==> config.mk <==
export PLATFORM = sky130hd
export DESIGN_NAME = pixelFrameTop
export DESIGN_NICKNAME = d
export VERILOG_FILES = /design/src/rtl/pixelPkg.sv /design/src/rtl/pixelBus.sv /design/src/rtl/pairFifo.sv /design/src/rtl/pixelFrameTop.sv /design/src/rtl/pixelIntake.sv /design/src/rtl/pointOpUnit.sv
export SDC_FILE = /design/constraint.sdc
export NUM_CORES = 1
export LEC_CHECK = 0
export BUFFER_PORTS_ARGS = -buffer_cell sky130_fd_sc_hd__buf_4
export CAP_MARGIN = 20
export CORE_MARGIN = 8
export CORE_UTILIZATION = 25
export DETAILED_ROUTE_END_ITERATION = 6
export GPL_TIMING_DRIVEN = 0
export SLEW_MARGIN = 25
export SYNTH_ARGS = -nofsm -noshare
export SYNTH_HDL_FRONTEND = slang
export SYNTH_SLANG_ARGS = --single-unit
==> constraint.sdc <==
create_clock -name HCLK -period 8.9 [get_ports HCLK]
set_input_delay 1.78 -clock HCLK [delete_from_list [all_inputs] [get_ports HCLK]]
set_output_delay 1.78 -clock HCLK [all_outputs]
set_load 0.01 [all_outputs]
==> src/rtl/pixelPkg.sv <==
`default_nettype none

package pixelPkg;

	typedef logic [7:0] channel_t;     // one color channel
	typedef logic [23:0] rgb_t;        // R in [23:16], G in [15:8], B in [7:0]
	typedef logic [47:0] pixelPair_t;  // even pixel on top, odd pixel below

	typedef logic [1:0] opMode_t;      // run-time operation select

	localparam opMode_t OP_BRIGHT   = 2'd0; // add or subtract brightValue
	localparam opMode_t OP_INVERT   = 2'd1; // 255 minus gray average
	localparam opMode_t OP_THRESH   = 2'd2; // binarize on gray average
	localparam opMode_t OP_CONTRAST = 2'd3; // fixed gain of 2 around mid gray

	localparam channel_t CHANNEL_MAX    = 8'd255; // saturation ceiling
	localparam channel_t CONTRAST_PIVOT = 8'd128; // mid gray

endpackage : pixelPkg

`default_nettype wire

==> src/rtl/pixelBus.sv <==
`timescale 1ns/1ps
`default_nettype none

interface pixelBus;
	import pixelPkg::*;

	logic cyc;              // bus cycle in progress
	logic stb;              // beat request
	wire  pixelPair_t dat;  // pair payload, driven by whichever side owns the data
	wire  last;             // last pair of frame, travels with dat
	logic ack;              // beat completes this cycle

	modport master (
		output cyc,
		output stb,
		inout  dat,
		inout  last,
		input  ack
	);

	modport slave (
		input  cyc,
		input  stb,
		inout  dat,
		inout  last,
		output ack
	);

endinterface : pixelBus

`default_nettype wire

==> src/rtl/pairFifo.sv <==
`timescale 1ns/1ps
`default_nettype none

module pairFifo #(
	parameter int FIFO_DEPTH = 4 // entries, power of two
) (
	input wire     HCLK,
	input wire     HRESETn,
	pixelBus.slave wr,
	pixelBus.slave rd
);
	import pixelPkg::*;

	localparam int PTR_W = $clog2(FIFO_DEPTH);

	typedef logic [PTR_W-1:0] ptr_t;  // wraps naturally at depth
	typedef logic [PTR_W:0]   count_t; // 0..FIFO_DEPTH

	pixelPair_t pairMem [FIFO_DEPTH]; // pair storage
	logic       lastMem [FIFO_DEPTH]; // end-of-frame flag per entry
	ptr_t       wrPtr;
	ptr_t       rdPtr;
	count_t     count;
	logic       full;
	logic       empty;
	logic       wrEn;
	logic       rdEn;

	assign full  = (count == count_t'(FIFO_DEPTH));
	assign empty = (count == '0);

	assign wrEn = wr.cyc && wr.stb && !full;  // write beat this cycle
	assign rdEn = rd.cyc && rd.stb && !empty; // read beat this cycle

	// acks are same-cycle, classic handshake
	assign wr.ack = wrEn;
	assign rd.ack = rdEn;

	assign rd.dat  = pairMem[rdPtr]; // head entry, valid when not empty
	assign rd.last = lastMem[rdPtr];

	always_ff @(posedge HCLK) begin
		if (wrEn) begin
			pairMem[wrPtr] <= wr.dat;
			lastMem[wrPtr] <= wr.last;
		end
	end

	always_ff @(posedge HCLK or negedge HRESETn) begin
		if (!HRESETn) begin
			wrPtr <= '0;
			rdPtr <= '0;
		end else begin
			if (wrEn) begin
				wrPtr <= wrPtr + ptr_t'(1);
			end
			if (rdEn) begin
				rdPtr <= rdPtr + ptr_t'(1);
			end
		end
	end

	// occupancy, written pair visible to the reader next cycle
	always_ff @(posedge HCLK or negedge HRESETn) begin
		if (!HRESETn) begin
			count <= '0;
		end else begin
			case ({wrEn, rdEn})
				2'b10:   count <= count + count_t'(1); // push only
				2'b01:   count <= count - count_t'(1); // pop only
				default: count <= count;               // idle or both
			endcase
		end
	end

endmodule : pairFifo

`default_nettype wire

==> src/rtl/pixelFrameTop.sv <==
`timescale 1ns/1ps
`default_nettype none

module pixelFrameTop #(
	parameter int IMG_WIDTH  = 8, // pixels per line, even
	parameter int IMG_HEIGHT = 2, // lines per frame
	parameter int FIFO_DEPTH = 4  // buffered pairs, power of two
) (
	input  wire                     HCLK,
	input  wire                     HRESETn,
	input  wire pixelPkg::opMode_t  mode,
	input  wire                     brightSign,
	input  wire pixelPkg::channel_t brightValue,
	input  wire pixelPkg::channel_t threshold,
	input  wire pixelPkg::rgb_t     inPixel0,   // even pixel
	input  wire pixelPkg::rgb_t     inPixel1,   // odd pixel
	input  wire                     inValid,
	output logic                    inReady,
	output pixelPkg::rgb_t          outPixel0,
	output pixelPkg::rgb_t          outPixel1,
	output logic                    outValid,
	input  wire                     outReady,
	output logic                    frameDone
);
	import pixelPkg::*;

	pixelPair_t inPair;
	pixelPair_t outPair;

	assign inPair    = {inPixel0, inPixel1}; // even pixel on top
	assign outPixel0 = outPair[47:24];
	assign outPixel1 = outPair[23:0];

	pixelBus wrBus (); // intake to FIFO
	pixelBus rdBus (); // FIFO to operation unit

	pixelIntake #(
		.IMG_WIDTH  (IMG_WIDTH),
		.IMG_HEIGHT (IMG_HEIGHT)
	) u_intake (
		.HCLK    (HCLK),
		.HRESETn (HRESETn),
		.inPair  (inPair),
		.inValid (inValid),
		.inReady (inReady),
		.wr      (wrBus.master)
	);

	pairFifo #(
		.FIFO_DEPTH (FIFO_DEPTH)
	) u_fifo (
		.HCLK    (HCLK),
		.HRESETn (HRESETn),
		.wr      (wrBus.slave),
		.rd      (rdBus.slave)
	);

	pointOpUnit u_opUnit (
		.HCLK        (HCLK),
		.HRESETn     (HRESETn),
		.mode        (mode),
		.brightSign  (brightSign),
		.brightValue (brightValue),
		.threshold   (threshold),
		.outReady    (outReady),
		.rd          (rdBus.master),
		.outPair     (outPair),
		.outValid    (outValid),
		.frameDone   (frameDone)
	);

endmodule : pixelFrameTop

`default_nettype wire

==> src/rtl/pixelIntake.sv <==
`timescale 1ns/1ps
`default_nettype none

module pixelIntake #(
	parameter int IMG_WIDTH  = 8, // pixels per line, even
	parameter int IMG_HEIGHT = 2  // lines per frame
) (
	input  wire                       HCLK,
	input  wire                       HRESETn,
	input  wire pixelPkg::pixelPair_t inPair,
	input  wire                       inValid,
	output logic                      inReady,
	pixelBus.master                   wr
);
	import pixelPkg::*;

	localparam int COL_W = $clog2(IMG_WIDTH);
	localparam int ROW_W = $clog2(IMG_HEIGHT + 1);

	typedef logic [COL_W-1:0] col_t;  // even pixel column of the pair
	typedef logic [ROW_W-1:0] row_t;  // raster line
	typedef enum logic {
		INTAKE_EMPTY,
		INTAKE_HOLD
	} intakeState_t;

	intakeState_t state;
	col_t         col;
	row_t         row;
	pixelPair_t   holdPair; // pair waiting for write ack
	logic         holdLast;
	logic         accept;
	logic         lineEnd;
	logic         frameEnd;

	assign lineEnd  = (col == col_t'(IMG_WIDTH - 2));             // last pair of a line
	assign frameEnd = lineEnd && (row == row_t'(IMG_HEIGHT - 1)); // last pair of frame

	// free slot, or the held pair leaves this cycle
	assign inReady = (state == INTAKE_EMPTY) || wr.ack;
	assign accept  = inValid && inReady;

	assign wr.cyc  = (state == INTAKE_HOLD); // held until ack
	assign wr.stb  = (state == INTAKE_HOLD);
	assign wr.dat  = holdPair;
	assign wr.last = holdLast;

	always_ff @(posedge HCLK or negedge HRESETn) begin
		if (!HRESETn) begin
			state <= INTAKE_EMPTY;
		end else if (accept) begin
			state <= INTAKE_HOLD;  // refill, also on same-cycle ack
		end else if (wr.ack) begin
			state <= INTAKE_EMPTY; // drained, nothing new
		end
	end

	// raster position of the next accepted pair
	always_ff @(posedge HCLK or negedge HRESETn) begin
		if (!HRESETn) begin
			col <= '0;
			row <= '0;
		end else if (accept) begin
			if (lineEnd) begin
				col <= '0;                               // wrap to line start
				row <= frameEnd ? '0 : row + row_t'(1);  // next line or new frame
			end else begin
				col <= col + col_t'(2);                  // two pixels per beat
			end
		end
	end

	always_ff @(posedge HCLK) begin
		if (accept) begin
			holdPair <= inPair;
			holdLast <= frameEnd; // tag end of frame
		end
	end

endmodule : pixelIntake

`default_nettype wire

==> src/rtl/pointOpUnit.sv <==
`timescale 1ns/1ps
`default_nettype none

module pointOpUnit (
	input  wire                       HCLK,
	input  wire                       HRESETn,
	input  wire pixelPkg::opMode_t    mode,
	input  wire                       brightSign,  // 1 adds, 0 subtracts
	input  wire pixelPkg::channel_t   brightValue,
	input  wire pixelPkg::channel_t   threshold,
	input  wire                       outReady,
	pixelBus.master                   rd,
	output pixelPkg::pixelPair_t      outPair,
	output logic                      outValid,
	output logic                      frameDone
);
	import pixelPkg::*;

	typedef logic signed [10:0] wideChan_t; // channel result before clamping

	pixelPair_t resultPair;
	logic       outLast;  // registered end-of-frame flag
	logic       take;

	// clamp to 0..255
	function automatic channel_t clampChannel(input wideChan_t v);
		channel_t res;
		if (v < 0) begin
			res = '0;
		end else if (v > wideChan_t'(CHANNEL_MAX)) begin
			res = CHANNEL_MAX;
		end else begin
			res = v[7:0];
		end
		return res;
	endfunction

	function automatic rgb_t applyOp(input rgb_t px);
		logic [9:0] sum;
		channel_t   avg;
		channel_t   chan;
		wideChan_t  val;
		rgb_t       res;
		sum = 10'(px[23:16]) + 10'(px[15:8]) + 10'(px[7:0]); // R + G + B
		avg = channel_t'(sum / 10'd3);                        // gray, rounded down
		for (int i = 0; i < 3; i++) begin
			chan = px[8*i +: 8];
			val  = '0;
			case (mode)
				OP_BRIGHT: begin
					if (brightSign) begin
						val = wideChan_t'(chan) + wideChan_t'(brightValue);
					end else begin
						val = wideChan_t'(chan) - wideChan_t'(brightValue);
					end
				end
				OP_INVERT: val = wideChan_t'(CHANNEL_MAX) - wideChan_t'(avg); // same on all channels
				OP_THRESH: val = (avg > threshold) ? wideChan_t'(CHANNEL_MAX) : '0;
				OP_CONTRAST: begin
					val = (wideChan_t'(chan) <<< 1) - wideChan_t'(CONTRAST_PIVOT); // 2c - 128
				end
			endcase
			res[8*i +: 8] = clampChannel(val);
		end
		return res;
	endfunction

	// both pixels of the head pair
	always_comb begin
		resultPair = {applyOp(rd.dat[47:24]), applyOp(rd.dat[23:0])};
	end

	assign take = outValid && outReady; // output beat leaves

	// request while output register is free or draining
	assign rd.cyc = !outValid || outReady;
	assign rd.stb = !outValid || outReady;

	assign frameDone = take && outLast; // pulse on last pair of frame

	always_ff @(posedge HCLK or negedge HRESETn) begin
		if (!HRESETn) begin
			outValid <= 1'b0;
			outLast  <= 1'b0;
		end else if (rd.ack) begin
			outValid <= 1'b1;     // new result next cycle
			outLast  <= rd.last;
		end else if (take) begin
			outValid <= 1'b0;     // emptied, nothing behind it
		end
	end

	always_ff @(posedge HCLK) begin
		if (rd.ack) begin
			outPair <= resultPair; // held until taken
		end
	end

endmodule : pointOpUnit

`default_nettype wire

==> summary.txt <==
Finish
  – Filler cells: 7463
  – Layout overhead on the synthesized area: 22.0%
  – Non-filler instance count after layout: 2734
  – Most frequent cells in the layout: edfxtp_1, buf_4, ha_1, a21oi_1, inv_1
  – Commonest non-fill, non-tap cell in the layout: edfxtp_1
  – Layout cells sized above 1: 0.220
  – Nets: 1995
  – Multi-input logic area: 0.00929 mm2
  – Sequential Area: 0.00915 mm2
  – Design area: 0.0228 mm2

CTS
  – Longest Clk Path Bufs: 3
  – CTS buffer count: 35
  – Worst-path clk slew: 0.06 ns
  – TritonCTS clock tree: built
  – Root Driver: clkbuf_16
  – Worst skew pair latency: 0.55 ns
  – CTS Sinks: 307
  – H-tree Lvls: 2

Worst setup path
  – Worst Setup EP: u_opUnit.outPair[11]
  – Worst setup startpoint: u_fifo.rdPtr[0]
  – Worst setup SP type: flip-flop
  – Reg2reg path depth: 41
  – Crit-path most repeated cell: buf_4
  – Slowest CP cell: mux4_2
  – Reg2reg setup slack: 0.28 ns
  – WP data required: 9.13 ns
  – Max incr delay on CP: 0.58 ns
  – R2r startpoint: u_fifo.rdPtr[0]
  – Crit path kind: reg -> reg
  – Worst r2r dst: u_opUnit.outPair[11]
  – Crit path arrival time: 8.84 ns
  – CP Capture Type: flip-flop
  – CP Max Fanout: 10

Logic synthesis
  – Leading area contributor after synthesis: edfxtp_1
  – Synth area leaders: edfxtp_1, ha_1, mux4_2
  – Synth top area share: 0.471
  – Syn_area_per_cell: 12.1 um2
  – FFs w/ async S/R, synth: 0.0456
  – Mapped Nets: 1795
  – Synth cell types: 95
  – EDFF count, synth: 293
  – Syn. warnings: 0
  – Synth Flop Type: edfxtp_1
  – Register area share after synthesis: 0.490
  – Synth Cell Area: 0.0187 mm2
  – Seq cells post-synth: 307
  – Post-Synthesis Cells: 1542

Global routing
  – Vias in the first global route: 13200
  – Total GRT Usage: 0.128
  – Antenna violations before repair: 4
  – Largest net degree at the start of global routing: 28
  – Congestion Overflow GR: 0
  – Met1 Usage GRT: 0.174
  – Busiest layer in global routing: met2
  – Met3 Track Usage GR: 0.0222
  – Wire length of the first global-routing pass: 81.8 mm
  – Met2 global-route usage: 0.208

Floorplan
  – Row count: 100
  – Ports: 122
  – Die ar.: 0.0837 mm2
  – Chip width: 289 um
  – Core area: 0.0742 mm2
  – Chip height: 289 um
  – Initial core utilization: 0.252

STA
  – Tmin final: 8.62 ns
  – Final max-slew violation count: 0
  – Clock Skew: 0.0328 ns
  – Fin Setup TNS: 0 ns
  – Crit share post-route: 0.968
  – Max-slew headroom: 0.260
  – Unrepaired setup endpoints after global routing: yes
  – Final setup fails: 0
  – Fmax: 116 MHz
  – Measured slew at the worst slew-check pin: 1.11 ns
  – Final hold violation count: 0
  – Final WS setup: 0.282 ns

Routing
  – Pre-antenna DRT Iters: 5
  – Drt first-iter violations: 1021
  – Routed Antenna Nets: 0
  – # DRC: 0
  – Vias: 13300
  – Vias per cell: 4.85
  – DR WL/cell: 20.3 um
  – Final WL: 55.4 mm

Placement
  – DP HPWL: 42.6 mm
  – # placed instances: 2639
  – Pre-CTS WS: -2.30 ns
  – Cell Area, Placed: 0.0210 mm2
  – Routability cong.: 0.917
  – Count of input and output buffers: 120

Run status
  – Outcome: finished, final reports clean

Worst hold path
  – Hold Path Class: reg -> reg

Run
  – Max Cap Viol: 0
## synthesized netlist by cell type (all sizes together), types with 6 or more instances
master   number
mux2i        13
xor2         15
inv         104
nand2b        9
o21a         23
o21bai       43
nand3        29
clkbuf       22
a21boi       16
fa           17
nor3         21
nor2b         9
mux4         49
dfrtp        14
edfxtp      293
buf          21
o211ai        7
a21o         43
a21oi       153
nor4          9
o2111ai       6
and2         10
o31ai         6
nand2        71
o21ai       106
or2           6
xnor2        61
nor2         88
a221oi        6
ha          165
a211oi       19
mux2          6
## how the worst min path moves through the flow
stage | endpoint | from | cells after the start | slack (ns)
floorplan | u_intake.row[0] | u_intake.row[0] | 1 | 0.44
global placement | u_intake.row[0] | u_intake.row[0] | 1 | 0.46
detailed placement | u_intake.row[0] | u_intake.row[0] | 1 | 0.47
CTS | u_intake.row[0] | u_intake.row[0] | 1 | 0.48
global route | u_fifo.pairMem[3][36] | u_intake.wr.dat[36] | 0 | 0.50
finish | u_intake.row[0] | u_intake.row[0] | 1 | 0.48
## per-layer routing
| layer | up-vias | part of all wire |
|---|---|---|
| met4 | 6 | 0.021 |
| met1 | 6505 | 0.46 |
| met2 | 424 | 0.46 |
| met3 | 62 | 0.061 |
| met5 | - | 0.00065 |
| li1 | 6253 | - |
## logic make-up after synthesis
group                      after synthesis  share of synthesized area
muxes                                   68                     0.0697
and+or+nand+nor                        272                     0.0701
adders and majority gates              184                      0.130
xor gates and xnor gates                76                     0.0360
AOI/OAI and AO/OA                      487                      0.172
DFF                                    307                      0.490
buffers and inverters                  148                     0.0324
## flip-flops by register name (all words and copies together), names as in the netlist
name / cells
u_fifo.count: 3
u_fifo.lastMem: 4
u_fifo.pairMem: 192
u_fifo.rdPtr: 2
u_fifo.wrPtr: 2
u_intake.col: 2
u_intake.row: 2
u_intake.wr.cyc: 1
u_intake.wr.dat: 48
u_intake.wr.last: 1
u_opUnit.outLast: 1
u_opUnit.outPair: 48
u_opUnit.outValid: 1
## cell type report
class	count	share of cell area
Antenna cell	1	0.000110
Clock inverter	17	0.00621
Sequential cell	307	0.402
Buffer	42	0.0133
Multi-Input combinational cell	1087	0.408
Inverter	104	0.0174
Timing Repair Buffer	165	0.0598
Clock buffer	42	0.0405
Tap cell	969	0.0532
## repair_timing
| action | CTS | global route |
|---|---|---|
| resized for setup | 70 | 60 |
| hold buffers | 0 | 0 |
| setup buffers | 20 | 17 |
| pin swaps | 11 | 25 |
| endpoints found under the setup margin | 48 | 48 |
## through the flow
stage | util | hold slack [ns]
finish | 0.307 | 0.478
CTS | 0.303 | 0.482
global placement | 0.280 | 0.459
detailed placement | 0.283 | 0.470
global route | 0.307 | 0.498
floorplan | - | 0.445
## worst max-delay path: cells and delay by family (launching register included)
kind	cells	cell delay, ns
multiplexers	1	0.58
AND/OR/NAND/NOR	14	2.39
buffers and inverters	7	0.96
AO/OA/AOI/OAI	14	2.74
adder cells (fa/ha/maj)	4	1.09
XOR/XNOR	1	0.17
flip-flops	1	0.39
Power is not shown: default switching activity piles up to over one toggle a cycle in this logic, so the estimate is an artifact.
